==> src/rtl/timer_a_pkg.sv <==
//////////////////////////////////////////////////////////////////////
// Timer A shared definitions
// Register map, field layouts, mode codes and the bus and counter
// structs used across the timer blocks
//////////////////////////////////////////////////////////////////////

package timer_a_pkg;

  //////////////////////////////////////////////////////////////////////
  // Address map
  //////////////////////////////////////////////////////////////////////
  localparam logic [14:0] BASE_ADDR = 15'h0100;  // Byte base, decode aligned
  localparam int          DEC_WD    = 7;         // Local decode width

  localparam logic [DEC_WD-1:0] TACTL_OFS   = 7'h60;
  localparam logic [DEC_WD-1:0] TAR_OFS     = 7'h70;
  localparam logic [DEC_WD-1:0] TACCTL0_OFS = 7'h62;
  localparam logic [DEC_WD-1:0] TACCR0_OFS  = 7'h72;
  localparam logic [DEC_WD-1:0] TACCTL1_OFS = 7'h64;
  localparam logic [DEC_WD-1:0] TACCR1_OFS  = 7'h74;
  localparam logic [DEC_WD-1:0] TAIV_OFS    = 7'h2E;  // Vector sits apart from the rest

  // Writable bits only, flags go their own way
  localparam logic [15:0] TACTL_WMASK  = 16'h03F2;  // TASSEL, ID, MC, TAIE
  localparam logic [15:0] TACCTL_WMASK = 16'h00F4;  // OUTMOD, CCIE, OUT
  localparam int          TACLR_BIT    = 2;         // Self-clearing, never stored

  //////////////////////////////////////////////////////////////////////
  // Mode codes
  //////////////////////////////////////////////////////////////////////
  localparam logic [1:0] MC_STOP   = 2'b00;
  localparam logic [1:0] MC_UP     = 2'b01;  // 0 .. TACCR0
  localparam logic [1:0] MC_CONT   = 2'b10;  // 0 .. FFFF
  localparam logic [1:0] MC_UPDOWN = 2'b11;  // 0 .. TACCR0 .. 0

  localparam logic [1:0] SEL_ACLK  = 2'b01;
  localparam logic [1:0] SEL_SMCLK = 2'b10;

  localparam logic [2:0] OUTMOD_OUT     = 3'd0;
  localparam logic [2:0] OUTMOD_SET     = 3'd1;
  localparam logic [2:0] OUTMOD_TOG_RST = 3'd2;
  localparam logic [2:0] OUTMOD_SET_RST = 3'd3;
  localparam logic [2:0] OUTMOD_TOG     = 3'd4;
  localparam logic [2:0] OUTMOD_RST     = 3'd5;
  localparam logic [2:0] OUTMOD_TOG_SET = 3'd6;
  localparam logic [2:0] OUTMOD_RST_SET = 3'd7;

  localparam logic [3:0] TAIV_NONE  = 4'h0;
  localparam logic [3:0] TAIV_CCR1  = 4'h2;
  localparam logic [3:0] TAIV_TAIFG = 4'hA;

  //////////////////////////////////////////////////////////////////////
  // Structs
  //////////////////////////////////////////////////////////////////////
  typedef struct packed {
    logic        en;    // One-cycle strobe
    logic [13:0] addr;  // Word address
    logic [1:0]  we;    // Byte enables, zero means read
    logic [15:0] din;
  } per_req_t;

  typedef struct packed {
    logic [5:0] rsvd;
    logic [1:0] tassel;
    logic [1:0] id;
    logic [1:0] mc;
    logic       spare;
    logic       taclr;
    logic       taie;
    logic       taifg;
  } tactl_t;

  typedef struct packed {
    logic [7:0] rsvd_hi;   // Old capture fields
    logic [2:0] outmod;
    logic       ccie;
    logic       rsvd_cci;
    logic       out;
    logic       rsvd_cov;
    logic       ccifg;
  } tacctl_t;

  typedef struct packed {
    logic [15:0] tar;
    logic [15:0] tar_nxt;  // Value after the next count pulse
    logic        tar_clk;  // Count pulse
    logic        running;  // Mode is not stop
  } tmr_t;

  typedef struct packed {
    logic cctl_wr;
    logic ccr_wr;
  } ccr_wr_t;

endpackage
==> src/rtl/timer_a.sv <==
//////////////////////////////////////////////////////////////////////
// Timer A top level
// Register block, counter and compare channels 0 and 1
//////////////////////////////////////////////////////////////////////

`timescale 1ns/1ns

module timer_a import timer_a_pkg::*; (
  input  logic        mclk,
  input  logic        puc_rst,
  input  per_req_t    per,
  output logic [15:0] per_dout,
  input  logic        aclk_en,
  input  logic        smclk_en,
  input  logic        irq_ta0_acc,  // CCR0 interrupt taken
  output logic        irq_ta0,
  output logic        irq_ta1,
  output logic        ta_out0,
  output logic        ta_out1
);

  tactl_t      tactl;
  tmr_t        tmr;
  tacctl_t     cctl0;
  tacctl_t     cctl1;
  ccr_wr_t     ccr0_wr;
  ccr_wr_t     ccr1_wr;
  logic [15:0] ccr0_val;
  logic [15:0] ccr1_val;
  logic        tar_wr;
  logic        taclr;
  logic        taifg_set;
  logic        ccifg1_clr;
  logic        equ0;

  timer_a_regs regs_i (
    .mclk       (mclk),
    .puc_rst    (puc_rst),
    .per        (per),
    .per_dout   (per_dout),
    .tmr        (tmr),
    .taifg_set  (taifg_set),
    .cctl0      (cctl0),
    .cctl1      (cctl1),
    .ccr0_val   (ccr0_val),
    .ccr1_val   (ccr1_val),
    .tactl      (tactl),
    .tar_wr     (tar_wr),
    .taclr      (taclr),
    .ccr0_wr    (ccr0_wr),
    .ccr1_wr    (ccr1_wr),
    .ccifg1_clr (ccifg1_clr),
    .irq_ta1    (irq_ta1)
  );

  timer_a_counter counter_i (
    .mclk      (mclk),
    .puc_rst   (puc_rst),
    .tactl     (tactl),
    .aclk_en   (aclk_en),
    .smclk_en  (smclk_en),
    .tar_wr    (tar_wr),
    .taclr     (taclr),
    .din       (per.din),
    .taccr0    (ccr0_val),
    .tmr       (tmr),
    .taifg_set (taifg_set)
  );

  // Channel 0, its own equ serves as both events
  timer_a_ccr ccr0_i (
    .mclk      (mclk),
    .puc_rst   (puc_rst),
    .wr        (ccr0_wr),
    .din       (per.din),
    .tmr       (tmr),
    .equ0      (equ0),
    .ccifg_clr (irq_ta0_acc),
    .cctl      (cctl0),
    .ccr       (ccr0_val),
    .equ       (equ0),
    .ta_out    (ta_out0),
    .irq       (irq_ta0)
  );

  // Channel 1, flag cleared through TAIV
  timer_a_ccr ccr1_i (
    .mclk      (mclk),
    .puc_rst   (puc_rst),
    .wr        (ccr1_wr),
    .din       (per.din),
    .tmr       (tmr),
    .equ0      (equ0),
    .ccifg_clr (ccifg1_clr),
    .cctl      (cctl1),
    .ccr       (ccr1_val),
    .equ       (),
    .ta_out    (ta_out1),
    .irq       ()           // Shared line built in regs_i
  );

endmodule

==> src/rtl/timer_a_ccr.sv <==
//////////////////////////////////////////////////////////////////////
// Timer A compare channel
// TACCTLx, TACCRx, equality detect, CCIFG and the output unit
//////////////////////////////////////////////////////////////////////

`timescale 1ns/1ns

module timer_a_ccr import timer_a_pkg::*; (
  input  logic        mclk,
  input  logic        puc_rst,
  input  ccr_wr_t     wr,
  input  logic [15:0] din,
  input  tmr_t        tmr,
  input  logic        equ0,       // Second event for dual modes
  input  logic        ccifg_clr,
  output tacctl_t     cctl,
  output logic [15:0] ccr,
  output logic        equ,
  output logic        ta_out,
  output logic        irq
);

  logic ccifg_set;
  logic out_nxt;

  // Hit on the pulse that lands on TACCRx, once only
  assign equ       = (tmr.tar_nxt == ccr) & (tmr.tar != ccr);
  assign ccifg_set = tmr.tar_clk & tmr.running & equ;
  assign irq       = cctl.ccifg & cctl.ccie;

  //////////////////////////////////////////////////////////////////////
  // Control and compare registers
  //////////////////////////////////////////////////////////////////////
  always_ff @(posedge mclk or posedge puc_rst) begin
    if (puc_rst) begin
      cctl <= '0;
    end else begin
      if (wr.cctl_wr) begin
        cctl <= tacctl_t'(din & TACCTL_WMASK);
      end
      if (ccifg_set) begin
        cctl.ccifg <= 1'b1;
      end else if (ccifg_clr) begin
        cctl.ccifg <= 1'b0;
      end else begin
        cctl.ccifg <= cctl.ccifg;  // Not software writable
      end
    end
  end

  always_ff @(posedge mclk or posedge puc_rst) begin
    if (puc_rst) begin
      ccr <= 16'h0000;
    end else if (wr.ccr_wr) begin
      ccr <= din;
    end
  end

  //////////////////////////////////////////////////////////////////////
  // Output unit
  //////////////////////////////////////////////////////////////////////
  always_comb begin
    case (cctl.outmod)
      OUTMOD_OUT:     out_nxt = cctl.out;
      OUTMOD_SET:     out_nxt = equ ? 1'b1 : ta_out;
      OUTMOD_TOG_RST: out_nxt = equ ? ~ta_out : (equ0 ? 1'b0 : ta_out);
      OUTMOD_SET_RST: out_nxt = equ ? 1'b1 : (equ0 ? 1'b0 : ta_out);
      OUTMOD_TOG:     out_nxt = equ ? ~ta_out : ta_out;
      OUTMOD_RST:     out_nxt = equ ? 1'b0 : ta_out;
      OUTMOD_TOG_SET: out_nxt = equ ? ~ta_out : (equ0 ? 1'b1 : ta_out);
      default:        out_nxt = equ ? 1'b0 : (equ0 ? 1'b1 : ta_out);  // Reset/set
    endcase
  end

  always_ff @(posedge mclk or posedge puc_rst) begin
    if (puc_rst) begin
      ta_out <= 1'b0;
    end else if ((cctl.outmod == OUTMOD_OUT) | tmr.tar_clk) begin
      ta_out <= out_nxt;           // OUT mode follows the bit even when stopped
    end
  end

  // Compare event must not be lost to a same-cycle acknowledge
  a_set_wins: assert property (@(posedge mclk) disable iff (puc_rst)
    (ccifg_set & ccifg_clr) |=> cctl.ccifg);

endmodule

==> src/rtl/timer_a_counter.sv <==
//////////////////////////////////////////////////////////////////////
// Timer A counter
// Clock source select, input divider, TAR and up/down direction
//////////////////////////////////////////////////////////////////////

`timescale 1ns/1ns

module timer_a_counter import timer_a_pkg::*; (
  input  logic        mclk,
  input  logic        puc_rst,
  input  tactl_t      tactl,
  input  logic        aclk_en,    // ACLK enable pulse
  input  logic        smclk_en,   // SMCLK enable pulse
  input  logic        tar_wr,
  input  logic        taclr,
  input  logic [15:0] din,
  input  logic [15:0] taccr0,     // Period in up and up/down
  output tmr_t        tmr,
  output logic        taifg_set
);

  logic        sel_clk;
  logic        div_done;
  logic [2:0]  clk_div;
  logic        running;
  logic        tar_clk;
  logic        tar_clr;
  logic        tar_inc;
  logic        tar_dec;
  logic        tar_dir;   // 1 while falling in up/down
  logic [15:0] tar_q;
  logic [15:0] tar_add;
  logic [15:0] tar_nxt;

  //////////////////////////////////////////////////////////////////////
  // Clock select and divider
  //////////////////////////////////////////////////////////////////////
  // Codes 00 and 11 give no pulses
  assign sel_clk = (tactl.tassel == SEL_ACLK)  ? aclk_en  :
                   (tactl.tassel == SEL_SMCLK) ? smclk_en :
                                                 1'b0;

  assign running = (tactl.mc != MC_STOP);

  // 1, 2, 4 or 8 source enables per pulse
  always_comb begin
    case (tactl.id)
      2'd0:    div_done = 1'b1;
      2'd1:    div_done = clk_div[0];
      2'd2:    div_done = &clk_div[1:0];
      default: div_done = &clk_div[2:0];
    endcase
  end

  assign tar_clk = running & sel_clk & div_done;

  always_ff @(posedge mclk or posedge puc_rst) begin
    if (puc_rst) begin
      clk_div <= 3'd0;
    end else if (tar_clk | taclr) begin
      clk_div <= 3'd0;             // Restart prescale
    end else if (running & sel_clk) begin
      clk_div <= clk_div + 3'd1;
    end
  end

  //////////////////////////////////////////////////////////////////////
  // Count control
  //////////////////////////////////////////////////////////////////////
  assign tar_clr = ((tactl.mc == MC_UP) & (tar_q >= taccr0)) |
                   ((tactl.mc == MC_UPDOWN) & (taccr0 == 16'h0000));

  // Turn around at the top in up/down
  assign tar_dec = tar_dir | ((tactl.mc == MC_UPDOWN) & (tar_q >= taccr0));
  assign tar_inc = (tactl.mc == MC_UP) | (tactl.mc == MC_CONT) |
                   ((tactl.mc == MC_UPDOWN) & ~tar_dec);

  assign tar_add = tar_inc ? 16'h0001 :
                   tar_dec ? 16'hFFFF :  // Minus one
                             16'h0000;
  assign tar_nxt = tar_clr ? 16'h0000 : (tar_q + tar_add);

  always_ff @(posedge mclk or posedge puc_rst) begin
    if (puc_rst) begin
      tar_dir <= 1'b0;
    end else if (taclr | (tactl.mc != MC_UPDOWN)) begin
      tar_dir <= 1'b0;
    end else if (tar_clk & (tar_q == 16'h0001)) begin
      tar_dir <= 1'b0;             // Bottom reached, go up again
    end else if (tar_q >= taccr0) begin
      tar_dir <= 1'b1;
    end
  end

  always_ff @(posedge mclk or posedge puc_rst) begin
    if (puc_rst) begin
      tar_q <= 16'h0000;
    end else if (tar_wr) begin
      tar_q <= din;
    end else if (taclr) begin
      tar_q <= 16'h0000;
    end else if (tar_clk) begin
      tar_q <= tar_nxt;
    end
  end

  //////////////////////////////////////////////////////////////////////
  // Overflow events and status out
  //////////////////////////////////////////////////////////////////////
  assign taifg_set = tar_clk &
                     (((tactl.mc == MC_UP) & (tar_q == taccr0)) |
                      ((tactl.mc == MC_CONT) & (tar_q == 16'hFFFF)) |
                      ((tactl.mc == MC_UPDOWN) & tar_dec & (tar_nxt == 16'h0000)));

  assign tmr.tar     = tar_q;
  assign tmr.tar_nxt = tar_nxt;
  assign tmr.tar_clk = tar_clk;
  assign tmr.running = running;

  // Stopped timer holds its count unless software loads or clears it
  a_no_clk_stop: assert property (@(posedge mclk) disable iff (puc_rst)
    ((tactl.mc == MC_STOP) & !tar_wr & !taclr) |=> $stable(tmr.tar));

endmodule

==> src/rtl/timer_a_regs.sv <==
//////////////////////////////////////////////////////////////////////
// Timer A register block
// Address decode, TACTL, TAIV priority encoder and read data mux
//////////////////////////////////////////////////////////////////////

`timescale 1ns/1ns

module timer_a_regs import timer_a_pkg::*; (
  input  logic        mclk,
  input  logic        puc_rst,
  input  per_req_t    per,         // Peripheral bus request
  output logic [15:0] per_dout,    // Combinational read data
  input  tmr_t        tmr,
  input  logic        taifg_set,   // Overflow event from counter
  input  tacctl_t     cctl0,
  input  tacctl_t     cctl1,
  input  logic [15:0] ccr0_val,
  input  logic [15:0] ccr1_val,
  output tactl_t      tactl,
  output logic        tar_wr,
  output logic        taclr,       // One-cycle clear pulse
  output ccr_wr_t     ccr0_wr,
  output ccr_wr_t     ccr1_wr,
  output logic        ccifg1_clr,  // From TAIV access
  output logic        irq_ta1
);

  //////////////////////////////////////////////////////////////////////
  // Decoder
  //////////////////////////////////////////////////////////////////////
  logic              reg_sel;
  logic [DEC_WD-1:0] reg_addr;
  logic              reg_write;
  logic              reg_read;
  logic              hit_tactl;
  logic              hit_tar;
  logic              hit_cctl0;
  logic              hit_ccr0;
  logic              hit_cctl1;
  logic              hit_ccr1;
  logic              hit_taiv;
  logic              tactl_wr;

  // Upper address bits must land in our window
  assign reg_sel   = per.en & (per.addr[13:DEC_WD-1] == BASE_ADDR[14:DEC_WD]);
  assign reg_addr  = {per.addr[DEC_WD-2:0], 1'b0};  // Back to byte offset
  assign reg_write = reg_sel & (|per.we);
  assign reg_read  = reg_sel & ~(|per.we);

  assign hit_tactl = (reg_addr == TACTL_OFS);
  assign hit_tar   = (reg_addr == TAR_OFS);
  assign hit_cctl0 = (reg_addr == TACCTL0_OFS);
  assign hit_ccr0  = (reg_addr == TACCR0_OFS);
  assign hit_cctl1 = (reg_addr == TACCTL1_OFS);
  assign hit_ccr1  = (reg_addr == TACCR1_OFS);
  assign hit_taiv  = (reg_addr == TAIV_OFS);

  // Write strobes out to counter and channels
  assign tactl_wr        = reg_write & hit_tactl;
  assign taclr           = tactl_wr & per.din[TACLR_BIT];
  assign tar_wr          = reg_write & hit_tar;
  assign ccr0_wr.cctl_wr = reg_write & hit_cctl0;
  assign ccr0_wr.ccr_wr  = reg_write & hit_ccr0;
  assign ccr1_wr.cctl_wr = reg_write & hit_cctl1;
  assign ccr1_wr.ccr_wr  = reg_write & hit_ccr1;

  //////////////////////////////////////////////////////////////////////
  // TAIV and flag clears
  //////////////////////////////////////////////////////////////////////
  logic [3:0] taiv;
  logic       taiv_acc;
  logic       taifg_clr;

  // CCR1 outranks overflow
  assign taiv = (cctl1.ccifg & cctl1.ccie) ? TAIV_CCR1  :
                (tactl.taifg & tactl.taie) ? TAIV_TAIFG :
                                             TAIV_NONE;

  assign taiv_acc   = reg_sel & hit_taiv;  // Read or write both count
  assign ccifg1_clr = taiv_acc & (taiv == TAIV_CCR1);
  assign taifg_clr  = taiv_acc & (taiv == TAIV_TAIFG);

  //////////////////////////////////////////////////////////////////////
  // TACTL
  //////////////////////////////////////////////////////////////////////
  always_ff @(posedge mclk or posedge puc_rst) begin
    if (puc_rst) begin
      tactl <= '0;
    end else begin
      if (tactl_wr) begin
        tactl <= tactl_t'(per.din & TACTL_WMASK);
      end
      if (taifg_set) begin
        tactl.taifg <= 1'b1;         // New event beats a pending clear
      end else if (taifg_clr) begin
        tactl.taifg <= 1'b0;
      end else begin
        tactl.taifg <= tactl.taifg;  // Survives control writes
      end
    end
  end

  assign irq_ta1 = (tactl.taifg & tactl.taie) | (cctl1.ccifg & cctl1.ccie);

  //////////////////////////////////////////////////////////////////////
  // Read mux
  //////////////////////////////////////////////////////////////////////
  assign per_dout = (tactl          & {16{reg_read & hit_tactl}}) |
                    (tmr.tar        & {16{reg_read & hit_tar}})   |
                    (cctl0          & {16{reg_read & hit_cctl0}}) |
                    (ccr0_val       & {16{reg_read & hit_ccr0}})  |
                    (cctl1          & {16{reg_read & hit_cctl1}}) |
                    (ccr1_val       & {16{reg_read & hit_ccr1}})  |
                    ({12'h000, taiv} & {16{reg_read & hit_taiv}});

  // Shared bus relies on idle slaves returning zero
  a_dout_idle: assert property (@(posedge mclk) disable iff (puc_rst)
    !reg_read |-> (per_dout == 16'h0000));

endmodule

==> config.mk <==
export PLATFORM = sky130hd
export DESIGN_NAME = timer_a
export DESIGN_NICKNAME = d
export VERILOG_FILES = /design/src/rtl/timer_a_pkg.sv /design/src/rtl/timer_a.sv /design/src/rtl/timer_a_ccr.sv /design/src/rtl/timer_a_counter.sv /design/src/rtl/timer_a_regs.sv
export SDC_FILE = /design/constraint.sdc
export NUM_CORES = 1
export LEC_CHECK = 0
export BUFFER_PORTS_ARGS = -buffer_cell sky130_fd_sc_hd__buf_4
export CAP_MARGIN = 10
export CORE_MARGIN = 2
export CORE_UTILIZATION = 50
export DETAILED_ROUTE_END_ITERATION = 12
export GPL_TIMING_DRIVEN = 0
export PLACE_DENSITY = 0.73
export SLEW_MARGIN = 20
export SYNTH_ARGS = -nofsm -noshare
export SYNTH_HDL_FRONTEND = slang
export SYNTH_HIERARCHICAL = 1
export SYNTH_SLANG_ARGS = --single-unit
==> constraint.sdc <==
create_clock -name mclk -period 5.3 [get_ports mclk]
set_input_delay 1.325 -clock mclk [delete_from_list [all_inputs] [get_ports mclk]]
set_output_delay 1.325 -clock mclk [all_outputs]
set_load 0.005 [all_outputs]
==> impl_metrics.py, run 1 <==
metrics = {
    "detailed_routing": {
        "wirelength_mm": 21.59,
        "drtPass1Iterations": 6,
        "wl_per_cell_um": 20.70,
        "vias": 6356,
        "drc": 0,
        "routed_via_density": 6.094,
        "drt-initial-drc-count": 686,
        "drtAntennaViolNets": 0,
    },
    "pwr": {
        "power.density_nw_per_um2": 161.6,
        "vdd_drop_max_mv": 0.1736,
        "static-leakage-power_nw": 3.826,
    },
    "logic_synthesis": {
        "avgSynthCellArea_um2": 8.812,
        "syn_inst": 728,
        "yosys_warnings": 6,
        "netlist_area_um2": 6415,
    },
    "timing": {
        "setup_violations": 0,
        "fin_crit_ns": 5.300,
        "skew_ns": 0.006226,
        "relSlewSlack_pct": 33.52,
        "tightest_slew_ns": 0.9961,
        "hold_violations": 0,
        "finalSetupTns_ns": 0,
        "rsz0062_at_grt": "true",
        "slew_violations": 0,
        "finalCritPeriodShare_pct": 99.99,
        "fmax_mhz": 188.7,
    },
    "worst_setup_path": {
        "cpMaxStageDelayCell": "dfrtp_2",
        "cp.arrival_ns": 5.52,
        "crit_chain": "ha_1, o21ai_0, a21oi_1, o31ai_4, buf_12, a41oi_4, buf_4, fa_1, a211oi_2, o21ai_0, a21o_1, nand3_1, nand2_1, xnor2_1, and2_1, xnor2_1, nand4_1, nor4_2, nand2_2, inv_2, mux2i_1, nor2_1, a211oi_2, mux2i_1",
        "reg2reg_slack_ns": 0.0004,
        "crit_type": "flop to flop",
        "cp.required_ns": 5.52,
        "end_kind": "flop",
        "crit_fanout": 8,
        "startpoint_type": "flop",
        "crit_path_max_incr_delay_ns": 0.51,
    },
    "clock_network": {
        "path_clk_slew_ns": 0.06,
        "postCtsHoldBufs": 0,
        "cts_sinks": 74,
        "clock_latency_ns": 0.35,
        "cts_tree": "built",
        "numCtsBuffers": 9,
        "root_buffer": "clkbuf_16",
        "cts_max_path_buffers": 2,
        "htree_levels": 3,
    },
    "global_route": {
        "grt_pass1_wl_mm": 32.20,
        "grt_pass1_vias": 6011,
        "grt_use_total_pct": 31.15,
        "grt-ovfl-total": 0,
        "grt_max_degree": 24,
        "antenna_found_initial": 0,
    },
    "finish": {
        "antenna_cells": 0,
        "final_core_utilization_pct": 64.59,
        "syn2layout_area_growth_pct": 26.55,
        "instances_no_fill": 1043,
        "nNetsFinal": 942,
        "layout-drive-gt1-share_pct": 31.11,
    },
    "floorplanning": {
        "die-width_um": 117.3,
        "io_pins": 58,
        "initial_core_util_pct": 51.04,
        "core_region_area_um2": 12570,
        "num_rows": 41,
        "chipHeight_um": 117.3,
        "dieArea_um2": 13750,
    },
    "placement": {
        "dp_cells": 974,
        "place_congestion": 0.9425,
        "port_buffers": 56,
        "dp_hpwl_mm": 15.66,
    },
    "run": {
        "drv_cap": 0,
    },
    "worst_hold_path": {
        "hp-class": "flop to flop",
    },
    "status": {
        "status": "completed",
    },
}
[flip-flops by register name, indices dropped and copies added (netlist names)]
signal / count
ccr0_i/ccr: 16
ccr1_i/ccr: 16
counter_i/tar_q: 16
regs_i/tactl: 8
ccr0_i/cctl: 6
ccr1_i/cctl: 6
counter_i/clk_div: 3
ccr0_i/ta_out: 1
ccr1_i/ta_out: 1
counter_i/tar_dir: 1
[cells in the final DEF, fill, tap and decap left out, types with 15 or more instances in the layout]
master,n
xnor2_1,40
ha_1,29
buf_4,130
mux2_2,47
a21oi_1,32
inv_1,29
clkbuf_1,16
nor2_1,36
nand2_1,62
mux2i_1,27
conb_1,20
dfrtp_2,26
nand3_1,19
nor3_1,15
nor4_1,17
o21ai_0,37
nand4_1,21
dfrtp_1,48
xor2_1,36
[metal layers]
layer  track usage (%)  routed length, um  vias to the layer above
li1                  -                  -                     2881
met1             41.85               8893                     3088
met2             50.11              10330                      323
met3             5.819               1691                       64
met4             11.53                673                        0
met5                 0                  0                        -
[critical path: cells and delay by family (launching register included)]
kind | cells | cell delay, ns
adders and majority gates | 2 | 0.77
buffers and inverters | 3 | 0.43
muxes | 2 | 0.29
AOI/OAI and AO/OA | 8 | 1.59
DFF | 1 | 0.51
and+or+nand+nor | 7 | 1.16
xor gates and xnor gates | 2 | 0.42
[stage by stage]
step	instance area, um2	power [mW]	hold slack, ns	worst slack [ns]
global placement	7118	0.6837	0.5155	-0.7031
detailed placement	7118	0.6860	0.5306	-0.8698
CTS	7565	1.309	0.5437	0.001683
global route	8118	1.356	0.5763	-0.2838
floorplan	6482	0.6348	0.4930	0.4388
finish	8118	1.312	0.5466	0.0003686
[worst paths after layout]
path / startpoint / endpoint / cells past startpoint
max in group asynchronous: puc_rst / ccr1_i/ccr[2] / 2
hold reg to reg: regs_i/tactl[0] / regs_i/tactl[0] / 1
setup reg to reg: counter_i/tar_q[2] / ccr0_i/ta_out / 24
min in group asynchronous: puc_rst / regs_i/tactl[9] / 2
hold / removal: regs_i/tactl[0] / regs_i/tactl[0] / 1
setup / recovery: counter_i/tar_q[2] / ccr0_i/ta_out / 24
[repair_timing]
action                     in CTS  in global routing
cloned                          1                  0
gates resized for setup        30                 37
setup endpoints to repair       4                  2
pin swaps                       5                 18
setup buffers                   5                 48
[power by group]
part           internal [mW]  total, mW  switching, mW
combinational         0.0465      0.114         0.0679
clock                  0.367      0.629          0.262
sequential             0.566      0.568        0.00225
[area by class of cell]
| type | count | area, um2 |
|---|---|---|
| Buffer | 51 | 290.3 |
| Tap cell | 172 | 215.2 |
| Multi-Input combinational cell | 586 | 4466 |
| Sequential cell | 74 | 1884 |
| Fill cell | 1031 | 4451 |
| Inverter | 35 | 131.4 |
| Clock inverter | 7 | 75.07 |
| Timing Repair Buffer | 109 | 830.8 |
| Clock buffer | 9 | 225.2 |
Note: power is estimated with default switching activity, not from simulation.
==> inputs of run 2 (changes only) <==
--- a/config.mk
+++ b/config.mk
@@ -8,10 +8,10 @@
 export BUFFER_PORTS_ARGS = -buffer_cell sky130_fd_sc_hd__buf_4
 export CAP_MARGIN = 10
 export CORE_MARGIN = 2
-export CORE_UTILIZATION = 50
+export CORE_UTILIZATION = 45
 export DETAILED_ROUTE_END_ITERATION = 12
 export GPL_TIMING_DRIVEN = 0
-export PLACE_DENSITY = 0.73
+export PLACE_DENSITY = 0.67
 export SLEW_MARGIN = 20
 export SYNTH_ARGS = -nofsm -noshare
 export SYNTH_HDL_FRONTEND = slang
==> impl_metrics.py, run 2 (synthesis results as in run 1) <==
metrics = {
    "status": {
        "status": "completed",
    },
    "timing": {
        "tightest_slew_ns": 0.9923,
        "fmax_mhz": 189.6,
        "fin_crit_ns": 5.275,
        "finalWorstSetupSlack_ns": 0.02528,
        "skew_ns": 0.005929,
        "hold_violations": 0,
        "finalCritPeriodShare_pct": 99.52,
        "relSlewSlack_pct": 33.44,
        "slew_violations": 0,
        "rsz0062_at_grt": "true",
        "setup_violations": 0,
    },
    "global_route": {
        "grt_pass1_wl_mm": 33.25,
        "antenna_found_initial": 0,
        "grt_pass1_vias": 5969,
        "grt_use_total_pct": 28.87,
        "grt-ovfl-total": 0,
        "grt_max_degree": 24,
    },
    "detailed_routing": {
        "vias": 6349,
        "drt-initial-drc-count": 573,
        "drtAntennaViolNets": 0,
        "wl_per_cell_um": 20.85,
        "routed_via_density": 5.990,
        "drc": 0,
        "drtPass1Iterations": 6,
        "wirelength_mm": 22.10,
    },
    "worst_setup_path": {
        "crit_chain": "ha_1, nand2_1, nor4_4, o31ai_4, a41oi_4, buf_4, ha_1, nand3_1, nand2_1, o2111ai_4, a31oi_4, buf_4, o21ai_2, a2111oi_1, o21bai_4, xnor2_1, nand4_1, nor4_2, nand2_1, inv_2, mux2i_1, nor2_1, a211oi_1, mux2i_1",
        "path_common_cell": "nand2_1",
        "cpMaxStageDelayCell": "dfrtp_1",
        "crit_path_max_incr_delay_ns": 0.58,
        "cp.required_ns": 5.51,
        "end_kind": "flop",
        "cp.arrival_ns": 5.49,
        "crit_fanout": 8,
        "startpoint_type": "flop",
        "crit_type": "flop to flop",
    },
    "placement": {
        "port_buffers": 56,
        "dp_hpwl_mm": 15.90,
        "place_worst_setup_slack_ns": -0.7955,
        "place_congestion": 0.9864,
        "dp_cells": 982,
    },
    "floorplanning": {
        "io_pins": 58,
        "num_rows": 43,
        "initial_core_util_pct": 46.21,
        "core_region_area_um2": 13880,
        "dieArea_um2": 15230,
        "chipHeight_um": 123.4,
        "die-width_um": 123.4,
    },
    "finish": {
        "layout-drive-gt1-share_pct": 32.16,
        "antenna_cells": 0,
        "fillCellCount": 1225,
        "final_cell_mix": "buf_4 (140), nand2_1 (63), mux2_2 (47)",
        "instances_no_fill": 1060,
        "nNetsFinal": 951,
        "layout_commonest_cell": "buf_4",
        "reg_top3": "ccr0_i/ccr x16, ccr1_i/ccr x16, counter_i/tar_q x16",
        "syn2layout_area_growth_pct": 27.93,
    },
    "clock_network": {
        "path_clk_slew_ns": 0.06,
        "cts_tree": "built",
        "htree_levels": 3,
        "cts_sinks": 74,
        "cts_max_path_buffers": 2,
        "clock_latency_ns": 0.34,
        "root_buffer": "clkbuf_16",
        "numCtsBuffers": 9,
    },
    "pwr": {
        "power.density_nw_per_um2": 159.0,
        "vdd_drop_max_mv": 0.1974,
        "static-leakage-power_nw": 3.866,
    },
    "run": {
        "drv_cap": 0,
    },
    "worst_hold_path": {
        "hp-class": "flop to flop",
    },
}
## run 2: area by class of cell
type | instances | area, um2 | area share (%)
plain buffers | 51 | 290.3 | 3.537
clock buffers | 12 | 246.5 | 3.004
clock inverters | 4 | 51.30 | 0.6251
inverters | 35 | 131.4 | 1.601
multi-input cells | 586 | 4487 | 54.67
flip-flops and latches | 74 | 1889 | 23.02
well taps | 180 | 225.2 | 2.744
repair buffers | 118 | 885.9 | 10.79
## run 2: through the flow
step	util, %	cell area [um2]	setup TNS (ns)	hold WS, ns	power, mW
final	59.12	8207	0	0.5372	1.305
after global routing	59.12	8207	-0.4369	0.5451	1.350
after CTS	54.58	7576	0	0.5390	1.307
after detailed placement	51.35	7128	-1.873	0.5219	0.6873
after global placement	51.35	7128	-1.608	0.5210	0.6851
after floorplan	-	6482	0	0.4930	0.6348
## run 2: what timing repair did
item                                    CTS  global route
pin swaps                                 5            26
hold endpoints to repair                  0             0
gates resized for setup                  28            46
hold buffers                              0             0
gates cloned                              1             0
buffers inserted                          6            56
endpoints found under the setup margin    4             3
## run 2: critical path: cells and delay by family (launching register included)
kind | cells | cell delay, ns
flops | 1 | 0.58
fa+ha+maj | 2 | 0.60
mux | 2 | 0.28
simple gates | 8 | 1.33
buf+inv | 3 | 0.43
compound gates | 8 | 1.77
xor+xnor | 1 | 0.14
## run 2: layer usage
layer	vias to the layer above	wire length, um	track usage [%]
met5	-	0	0
met2	289	10240	46.53
li1	2902	-	-
met3	65	1610	5.028
met4	0	671	7.599
met1	3093	9572	40.00
## run 2: worst paths after layout
kind | startpoint | to | slack [ns] | cells after the start
worst max register to register | counter_i/tar_q[4] | ccr1_i/ta_out | 0.03 | 24
min in group asynchronous | puc_rst | regs_i/tactl[9] | 1.03 | 2
worst min-delay path | ccr0_i/cctl[4] | ccr0_i/cctl[4] | 0.54 | 1
worst max-delay path | counter_i/tar_q[4] | ccr1_i/ta_out | 0.03 | 24
max in group asynchronous | puc_rst | counter_i/tar_q[13] | 3.53 | 2
worst min register to register | ccr0_i/cctl[4] | ccr0_i/cctl[4] | 0.54 | 1
## run 2: report_power, final
| group | switching [mW] | internal (mW) |
|---|---|---|
| Clock | 0.244 | 0.378 |
| Combinational | 0.0680 | 0.0465 |
| Sequential | 0.00238 | 0.566 |
